`src/design/supervisor_codes_pkg.sv`:
```
`default_nettype none

package supervisor_codes_pkg;

    // LED mode opcode as written by the configuration master
    // code 3 is decoded like LED_MODE_MIRROR_OPTICAL
    typedef enum logic [1:0] {
        LED_MODE_STATUS         = 2'd0,
        LED_MODE_MIRROR_OPTICAL = 2'd1,
        LED_MODE_MIRROR_CONSOLE = 2'd2
    } led_mode_e;

    // what the status LED is currently showing
    typedef enum logic [2:0] {
        IND_PLL_DOWN,
        IND_RESYNC,
        IND_FORCE_GENERATE,
        IND_HDMI_READY,
        IND_WAITING,
        IND_MIRROR
    } indicator_state_e;

endpackage

`default_nettype wire

```
`src/design/supervisor_timing_pkg.sv`:
```
`default_nettype none

package supervisor_timing_pkg;

    ////////////////////////////////////////////////////////////
    // reset line hold
    ////////////////////////////////////////////////////////////

    // cycles a reset line stays low once its request ends
    // 32 million cycles on the board
    localparam int unsigned RESET_HOLD_CYCLES = 40;
    localparam int unsigned HOLD_COUNT_WIDTH  = $clog2(RESET_HOLD_CYCLES + 1);

    ////////////////////////////////////////////////////////////
    // LED timing
    ////////////////////////////////////////////////////////////

    // top counter bit of each breathing glow
    localparam int unsigned SLOW_GLOW_BIT = 12;
    localparam int unsigned FAST_GLOW_BIT = 9;

    // indicator counter bit that gates the force-generate blink
    localparam int unsigned BLINK_BIT = 10;

    // flops in each synchronizer chain
    localparam int unsigned SYNC_STAGES = 2;

endpackage

`default_nettype wire

```
`src/design/control_supervisor.sv`:
```
`timescale 1ns/1ps
`default_nettype none

module control_supervisor (
    input  logic       control_clock,
    input  logic       reset_dc,
    input  logic       console_reset_request,
    input  logic       optical_reset_request,
    input  logic [1:0] led_mode,
    input  logic       capture_pll_locked,
    input  logic       hdmi_pll_locked,
    input  logic       resync_active,
    input  logic       force_generate_active,
    input  logic       hdmi_tx_ready,
    output logic       console_reset_drive_low,
    output logic       optical_reset_drive_low,
    output logic       pll_reconfig_reset,
    output logic       pll_ready,
    output logic       status_led_level,
    output logic       status_led_enable
);

    logic slow_glow;
    logic fast_glow;

    ////////////////////////////////////////////////////////////
    // console and optical drive reset lines
    ////////////////////////////////////////////////////////////

    reset_pulse_stretcher u_console_reset (
        .control_clock (control_clock),
        .reset_dc      (reset_dc),
        .request       (console_reset_request),
        .drive_low     (console_reset_drive_low)
    );

    reset_pulse_stretcher u_optical_reset (
        .control_clock (control_clock),
        .reset_dc      (reset_dc),
        .request       (optical_reset_request),
        .drive_low     (optical_reset_drive_low)
    );

    // pll supervision
    pll_lock_monitor u_pll_lock_monitor (
        .control_clock      (control_clock),
        .reset_dc           (reset_dc),
        .capture_pll_locked (capture_pll_locked),
        .hdmi_pll_locked    (hdmi_pll_locked),
        .pll_ready          (pll_ready),
        .pll_reconfig_reset (pll_reconfig_reset)
    );

    ////////////////////////////////////////////////////////////
    // status LED
    ////////////////////////////////////////////////////////////

    led_glow #(
        .glow_bit (supervisor_timing_pkg::SLOW_GLOW_BIT)
    ) u_slow_glow (
        .control_clock (control_clock),
        .reset_dc      (reset_dc),
        .glow          (slow_glow)
    );

    led_glow #(
        .glow_bit (supervisor_timing_pkg::FAST_GLOW_BIT)
    ) u_fast_glow (
        .control_clock (control_clock),
        .reset_dc      (reset_dc),
        .glow          (fast_glow)
    );

    status_indicator u_status_indicator (
        .control_clock           (control_clock),
        .reset_dc                (reset_dc),
        .led_mode                (led_mode),
        .pll_ready               (pll_ready),
        .resync_active           (resync_active),
        .force_generate_active   (force_generate_active),
        .hdmi_tx_ready           (hdmi_tx_ready),
        .console_reset_drive_low (console_reset_drive_low),
        .optical_reset_drive_low (optical_reset_drive_low),
        .slow_glow               (slow_glow),
        .fast_glow               (fast_glow),
        .status_led_level        (status_led_level),
        .status_led_enable       (status_led_enable)
    );

endmodule

`default_nettype wire

```
`src/design/led_glow.sv`:
```
`timescale 1ns/1ps
`default_nettype none

module led_glow #(
    parameter int glow_bit = 12
) (
    input  logic control_clock,
    input  logic reset_dc,
    output logic glow
);

    logic [glow_bit:0] glow_count;
    logic [3:0]        ramp;
    logic [3:0]        brightness;

    // four bits under the top bit set the duty
    assign ramp = glow_count[glow_bit-1 -: 4];

    // second half of the period runs the ramp backwards
    assign brightness = glow_count[glow_bit] ? ~ramp : ramp;

    always_ff @(posedge control_clock) begin
        if (reset_dc) begin
            glow_count <= '0;
            glow       <= 1'b0;
        end else begin
            glow_count <= glow_count + 1'b1;
            // pwm against the low four bits
            glow       <= (glow_count[3:0] < brightness);
        end
    end

endmodule

`default_nettype wire

```
`src/design/pll_lock_monitor.sv`:
```
`timescale 1ns/1ps
`default_nettype none

module pll_lock_monitor (
    input  logic control_clock,
    input  logic reset_dc,
    input  logic capture_pll_locked,
    input  logic hdmi_pll_locked,
    output logic pll_ready,
    output logic pll_reconfig_reset
);

    logic [supervisor_timing_pkg::SYNC_STAGES-1:0] capture_sync;
    logic [supervisor_timing_pkg::SYNC_STAGES-1:0] hdmi_sync;
    logic capture_locked;
    logic hdmi_locked;
    logic capture_locked_prev;
    logic hdmi_locked_prev;
    logic lock_lost;

    assign capture_locked = capture_sync[supervisor_timing_pkg::SYNC_STAGES-1];
    assign hdmi_locked    = hdmi_sync[supervisor_timing_pkg::SYNC_STAGES-1];

    // falling edge on either synchronized lock
    assign lock_lost = (capture_locked_prev && !capture_locked) ||
                       (hdmi_locked_prev && !hdmi_locked);

    ////////////////////////////////////////////////////////////
    // lock synchronizers and loss detect
    ////////////////////////////////////////////////////////////

    always_ff @(posedge control_clock) begin
        if (reset_dc) begin
            capture_sync        <= '0;
            hdmi_sync           <= '0;
            capture_locked_prev <= 1'b0;
            hdmi_locked_prev    <= 1'b0;
            pll_ready           <= 1'b0;
            pll_reconfig_reset  <= 1'b0;
        end else begin
            capture_sync <= {capture_sync[supervisor_timing_pkg::SYNC_STAGES-2:0],
                             capture_pll_locked};
            hdmi_sync    <= {hdmi_sync[supervisor_timing_pkg::SYNC_STAGES-2:0],
                             hdmi_pll_locked};
            capture_locked_prev <= capture_locked;
            hdmi_locked_prev    <= hdmi_locked;
            pll_ready           <= capture_locked && hdmi_locked;
            pll_reconfig_reset  <= lock_lost;
        end
    end

    // one reconfiguration request per loss of lock
    a_single_cycle_pulse : assert property (
        @(posedge control_clock) disable iff (reset_dc)
        pll_reconfig_reset |=> !pll_reconfig_reset
    );

endmodule

`default_nettype wire

```
`src/design/reset_pulse_stretcher.sv`:
```
`timescale 1ns/1ps
`default_nettype none

module reset_pulse_stretcher (
    input  logic control_clock,
    input  logic reset_dc,
    input  logic request,
    output logic drive_low
);

    typedef logic [supervisor_timing_pkg::HOLD_COUNT_WIDTH-1:0] hold_count_t;

    hold_count_t hold_count;
    logic        hold_done;

    assign hold_done = (hold_count == hold_count_t'(supervisor_timing_pkg::RESET_HOLD_CYCLES));

    // counter parks at the hold count and the line stays released
    always_ff @(posedge control_clock) begin
        if (reset_dc) begin
            hold_count <= hold_count_t'(supervisor_timing_pkg::RESET_HOLD_CYCLES);
            drive_low  <= 1'b0;
        end else if (request) begin
            // restart the hold on every request cycle
            hold_count <= '0;
            drive_low  <= 1'b1;
        end else if (hold_done) begin
            drive_low  <= 1'b0;
        end else begin
            hold_count <= hold_count + 1'b1;
        end
    end

    ////////////////////////////////////////////////////////////
    // checks
    ////////////////////////////////////////////////////////////

    // the line is only released once the full hold has elapsed
    a_release_after_hold : assert property (
        @(posedge control_clock) disable iff (reset_dc)
        ($fell(drive_low) && !$past(reset_dc))
            |-> $past(hold_count) == hold_count_t'(supervisor_timing_pkg::RESET_HOLD_CYCLES)
    );

endmodule

`default_nettype wire

```
`src/design/status_indicator.sv`:
```
`timescale 1ns/1ps
`default_nettype none

module status_indicator (
    input  logic       control_clock,
    input  logic       reset_dc,
    input  logic [1:0] led_mode,
    input  logic       pll_ready,
    input  logic       resync_active,
    input  logic       force_generate_active,
    input  logic       hdmi_tx_ready,
    input  logic       console_reset_drive_low,
    input  logic       optical_reset_drive_low,
    input  logic       slow_glow,
    input  logic       fast_glow,
    output logic       status_led_level,
    output logic       status_led_enable
);

    logic [supervisor_timing_pkg::SYNC_STAGES-1:0] resync_sync;
    logic [supervisor_timing_pkg::SYNC_STAGES-1:0] force_sync;
    logic [supervisor_timing_pkg::BLINK_BIT:0]     blink_count;
    logic resync_seen;
    logic force_seen;
    logic mirror_drive;
    logic next_level;
    logic next_enable;

    supervisor_codes_pkg::led_mode_e        mode;
    supervisor_codes_pkg::indicator_state_e ind_state;

    assign mode        = supervisor_codes_pkg::led_mode_e'(led_mode);
    assign resync_seen = resync_sync[supervisor_timing_pkg::SYNC_STAGES-1];
    assign force_seen  = force_sync[supervisor_timing_pkg::SYNC_STAGES-1];

    ////////////////////////////////////////////////////////////
    // state selection
    ////////////////////////////////////////////////////////////

    always_comb begin
        ind_state    = supervisor_codes_pkg::IND_WAITING;
        mirror_drive = 1'b0;
        case (mode)
            supervisor_codes_pkg::LED_MODE_STATUS: begin
                // highest priority first
                if (!pll_ready) begin
                    ind_state = supervisor_codes_pkg::IND_PLL_DOWN;
                end else if (resync_seen) begin
                    ind_state = supervisor_codes_pkg::IND_RESYNC;
                end else if (force_seen) begin
                    ind_state = supervisor_codes_pkg::IND_FORCE_GENERATE;
                end else if (hdmi_tx_ready) begin
                    ind_state = supervisor_codes_pkg::IND_HDMI_READY;
                end
            end
            supervisor_codes_pkg::LED_MODE_MIRROR_CONSOLE: begin
                ind_state    = supervisor_codes_pkg::IND_MIRROR;
                mirror_drive = console_reset_drive_low;
            end
            default: begin
                // codes 1 and 3 both mirror the optical drive reset
                ind_state    = supervisor_codes_pkg::IND_MIRROR;
                mirror_drive = optical_reset_drive_low;
            end
        endcase
    end

    // led is active low so a high level means off
    always_comb begin
        next_level  = 1'b1;
        next_enable = 1'b1;
        case (ind_state)
            supervisor_codes_pkg::IND_PLL_DOWN:       next_level = 1'b1;
            supervisor_codes_pkg::IND_RESYNC:         next_level = ~fast_glow;
            supervisor_codes_pkg::IND_FORCE_GENERATE: begin
                next_level = blink_count[supervisor_timing_pkg::BLINK_BIT] ? ~fast_glow : 1'b1;
            end
            supervisor_codes_pkg::IND_HDMI_READY:     next_level = 1'b0;
            supervisor_codes_pkg::IND_WAITING:        next_level = ~slow_glow;
            supervisor_codes_pkg::IND_MIRROR: begin
                // open-drain copy of the mirrored reset line
                next_level  = 1'b0;
                next_enable = mirror_drive;
            end
            default: next_level = 1'b1;
        endcase
    end

    always_ff @(posedge control_clock) begin
        if (reset_dc) begin
            resync_sync       <= '0;
            force_sync        <= '0;
            blink_count       <= '0;
            status_led_level  <= 1'b1;
            status_led_enable <= 1'b1;
        end else begin
            resync_sync <= {resync_sync[supervisor_timing_pkg::SYNC_STAGES-2:0], resync_active};
            force_sync  <= {force_sync[supervisor_timing_pkg::SYNC_STAGES-2:0],
                            force_generate_active};
            blink_count       <= blink_count + 1'b1;
            status_led_level  <= next_level;
            status_led_enable <= next_enable;
        end
    end

    // a mirror mode never lets the pin float high through the driver
    a_mirror_level_low : assert property (
        @(posedge control_clock) disable iff (reset_dc)
        (mode != supervisor_codes_pkg::LED_MODE_STATUS)
            |=> !(status_led_level && status_led_enable)
    );

endmodule

`default_nettype wire

```
`config.mk`:
```
export PLATFORM = sky130hd
export DESIGN_NAME = control_supervisor
export DESIGN_NICKNAME = d
export VERILOG_FILES = /design/src/design/supervisor_codes_pkg.sv /design/src/design/supervisor_timing_pkg.sv /design/src/design/control_supervisor.sv /design/src/design/led_glow.sv /design/src/design/pll_lock_monitor.sv /design/src/design/reset_pulse_stretcher.sv /design/src/design/status_indicator.sv
export SDC_FILE = /design/constraint.sdc
export NUM_CORES = 1
export LEC_CHECK = 0
export BUFFER_PORTS_ARGS = -buffer_cell sky130_fd_sc_hd__buf_2
export CAP_MARGIN = 20
export CORE_MARGIN = 2
export CORE_UTILIZATION = 55
export CTS_BUF_LIST = sky130_fd_sc_hd__clkbuf_8
export CTS_CLUSTER_DIAMETER = 40
export CTS_CLUSTER_SIZE = 8
export DETAILED_ROUTE_END_ITERATION = 8
export PLACE_DENSITY = 0.73
export SLEW_MARGIN = 10
export SYNTH_ARGS = -nofsm -noshare
export SYNTH_HDL_FRONTEND = slang
export SYNTH_SLANG_ARGS = --single-unit
```
`constraint.sdc`:
```
create_clock -name control_clock -period 1.8 [get_ports control_clock]
set_input_delay 0.09 -clock control_clock [delete_from_list [all_inputs] [get_ports control_clock]]
set_output_delay 0.09 -clock control_clock [all_outputs]
set_load 0.02 [all_outputs]
```
==> flow_summary.yaml <==
status:
  status: "finished clean"
clocking:
  cts-root-buf: "clkbuf_8"
  cts_made_buffers: 9
  ctsHoldBuffers: 6
  cts.repair.resized: 0
  cts_setup_buffers: 0
  clk_pin_slew_ns: 0.07
  cts_tree: "done"
  cts_sinks: 64
  cts_max_level: 3
  clockBufferDepth: 2
  clk_latency_ns: 0.33
drt:
  routed_wl_um: 4843
  first_iter_violations: 90
  antenna_left: 0
  firstDrtPassIters: 4
  viasPerCell: 5.421
  drc: 0
  vias: 2163
  drt-wirelength-per-cell_um: 12.14
die:
  core_area_um2: 4755
  die_x_um: 74.67
  initial_core_util_pct: 57.76
  die_area_um2: 5575
  row_count: 25
  io_pins: 17
  die_y_um: 74.67
synth:
  syn_area_um2: 2746
  ys_top_cells_by_area: "dfxtp_1 (47%), ha_1 (5.9%), a21oi_1 (4.9%)"
  ys.warnings.count: 0
  ys_seq_elements: 64
  synth_top_cell_by_area: "dfxtp_1"
  syn_nets: 325
  avgSynthCellArea_um2: 9.124
  ys_types: 33
  synthCells: 301
  synth_top_area_share_pct: 46.65
  synth_sequential_area_ratio_pct: 46.65
timing:
  worst_pin_slew_ns: 0.4065
  whs_ns: 0.05014
  post-route-period-util_pct: 87.77
  clock_skew_ns: 0.006126
  fmax_mhz: 633.0
  maxSlewHeadroom_pct: 72.90
  rsz0062_at_grt: "false"
  slew_viol_final: 0
  hold_viol_final: 0
  finalSetupViolCount: 0
  setup_tns_ns: 0
  min_period_ns: 1.580
global_route:
  grt_pass1_wl_um: 8093
  antenna_found_initial: 0
  overflow: 0
  grtUsageTotal_pct: 18.94
  first_global_vias: 1999
  grt_max_degree: 24
setup_path:
  cp_max_fo: 13
  crit_type: "reg -> reg"
  critPathMaxStageDelay_ns: 0.44
  cp-start-kind: "flop"
  r2r-start: "u_slow_glow.glow_count[2]$_SDFF_PP0_"
  reg2reg_to: "u_slow_glow.glow_count[12]$_SDFF_PP0_"
  arrival_ns: 1.80
  r2r_slack_ns: 0.22
  crit_path_end_kind: "flop"
  cp_slowest_cell: "dfxtp_1"
  reg2regPathDepth: 3
  cp.required_ns: 2.02
  path_cells: "nand4_2, nor4_1, mux2_2"
cells_and_area:
  syn_to_final_growth_pct: 13.94
  layout-drive-gt1-share_pct: 11.45
  final_net_count: 351
  diodes: 0
  fillerInstances: 410
power_and_ir_drop:
  power.density_nw_per_um2: 904.0
  power.leakage_nw: 1.144
  vdd_drop_max_v: 0.0006273
worst_hold_path:
  whs_endpoint: "u_status_indicator.status_led_level$_SDFF_PP1_"
  holdPathStages: 4
  hp-start: "led_mode[1]"
  hold_class: "in -> reg"
place:
  place.gp.congestion: 0.8291
  dp_hpwl_um: 3338
  port_buffers: 16
job:
  cap_viol_max_count: 0
layer usage:
metal  up-vias  wire [µm]  share of wire, %  GRT usage (%)
li1       1120          -                 -              -
met1      1009       2312                48          22.58
met2        25       2306                48          32.06
met3         9        123               2.5          3.614
met4         0        101               2.1          10.71
met5         -          0                 0              0
synth_stat cells:
library cell	n
nor3b_1	1
xor2_1	10
nor4_1	1
and4b_1	2
and2_1	1
mux2_2	2
buf_1	2
xnor2_1	13
o211ai_1	2
or4_1	11
clkbuf_1	6
nand2_1	9
nand4_1	7
inv_1	17
nand2b_1	2
nor2b_1	16
dfxtp_1	64
o31ai_1	9
nand4b_1	2
buf_6	1
nor2_1	21
o32ai_1	3
ha_1	13
and3_1	1
nand3_1	19
nand4_2	1
nor3_1	8
buf_2	2
or3_1	8
a21oi_1	27
or3_2	2
a31oi_1	1
o21ai_0	17
cell type report:
class	instances	area (µm²)	share of cell area, %
multi-input combinational	209	1350	43.14
clock inverter	7	56.30	1.799
timing repair buffer	26	170.2	5.438
tap	67	83.83	2.679
sequential	64	1281	40.94
inverter	17	63.81	2.039
clock buffer	9	123.9	3.958
flip-flops by register name, summed over array words and instances, names as in the netlist, 2 cells and up:
| signal | cells |
|---|---|
| u_status_indicator.resync_sync | 2 |
| u_pll_lock_monitor.capture_sync | 2 |
| u_fast_glow.glow_count | 10 |
| u_optical_reset.hold_count | 6 |
| u_pll_lock_monitor.hdmi_sync | 2 |
| u_status_indicator.blink_count | 11 |
| u_status_indicator.force_sync | 2 |
| u_console_reset.hold_count | 6 |
| u_slow_glow.glow_count | 13 |
per-stage QoR:
step	std cells	total power (W)	worst slack, ns	utilization, %	instance area [µm²]
floorplan	301	0.001658	0.3677	-	2746
global placement	377	0.001710	0.2675	60.76	2889
detailed placement	377	0.001718	0.2324	60.76	2889
CTS	399	0.002862	0.2169	65.82	3129
global route	399	0.002947	0.07702	65.82	3129
finish	399	0.002829	0.2202	65.82	3129
power by group:
group / switching [W] / internal (W) / total [W] / leakage (nW)
Sequential: 0.0000401 / 0.00147 / 0.00151 / 0.523
Clock: 0.000518 / 0.000617 / 0.00114 / 0.107
Combinational: 0.0000993 / 0.0000880 / 0.000187 / 0.515
critical path, delay by kind of cell (launching register included):
| family | cells | cell delay [ns] |
|---|---|---|
| flops | 1 | 0.44 |
| mux | 1 | 0.37 |
| simple gates | 2 | 0.67 |
worst max path at each step:
| stage | startpoint | to | slack (ns) | cells past startpoint |
|---|---|---|---|---|
| 6_report | u_slow_glow.glow_count[2]$_SDFF_PP0_ | u_slow_glow.glow_count[12]$_SDFF_PP0_ | 0.22 | 3 |
| 5_1_grt | u_slow_glow.glow_count[2]$_SDFF_PP0_ | u_slow_glow.glow_count[12]$_SDFF_PP0_ | 0.08 | 3 |
| 4_1_cts | u_slow_glow.glow_count[2]$_SDFF_PP0_ | u_slow_glow.glow_count[12]$_SDFF_PP0_ | 0.22 | 3 |
| 3_5_place_dp | u_slow_glow.glow_count[2]$_SDFF_PP0_ | u_slow_glow.glow_count[12]$_SDFF_PP0_ | 0.23 | 3 |
| 3_3_place_gp | u_slow_glow.glow_count[2]$_SDFF_PP0_ | u_slow_glow.glow_count[12]$_SDFF_PP0_ | 0.27 | 3 |
| 2_1_floorplan | u_slow_glow.glow_count[2]$_SDFF_PP0_ | u_slow_glow.glow_count[12]$_SDFF_PP0_ | 0.37 | 4 |
layout by cell type, fill, tap and decap left out, types with 2 or more instances in the layout:
cell	Yosys	final
dfxtp_1	64	64
a21oi_1	27	27
nor2_1	21	21
inv_1	17	20
nand3_1	19	19
o21ai_0	17	17
nor2b_1	16	16
buf_2	2	16
xnor2_1	13	13
ha_1	13	13
or4_1	11	11
xor2_1	10	10
nand2_1	9	9
o31ai_1	9	9
clkbuf_8	0	9
nor3_1	8	8
or3_1	8	8
nand4_1	7	7
dlygate4sd3_1	0	6
buf_4	0	4
o32ai_1	3	3
clkinv_2	0	3
nand4b_1	2	2
o211ai_1	2	2
nand2b_1	2	2
mux2_2	2	2
and4b_1	2	2
or3_2	2	2
logic make-up (layout without fill, tap and decap cells):
logic type | after synthesis | count (layout) | synth area share, %
AOI/OAI and AO/OA | 59 | 59 | 12.21
xor gates and xnor gates | 23 | 23 | 7.335
adders and majority gates | 13 | 13 | 5.923
buffers and inverters | 28 | 59 | 4.191
DFF | 64 | 64 | 46.65
muxes | 2 | 2 | 0.8200
and+or+nand+nor | 112 | 112 | 22.87
No activity file was read; power rests on OpenSTA's default activity.
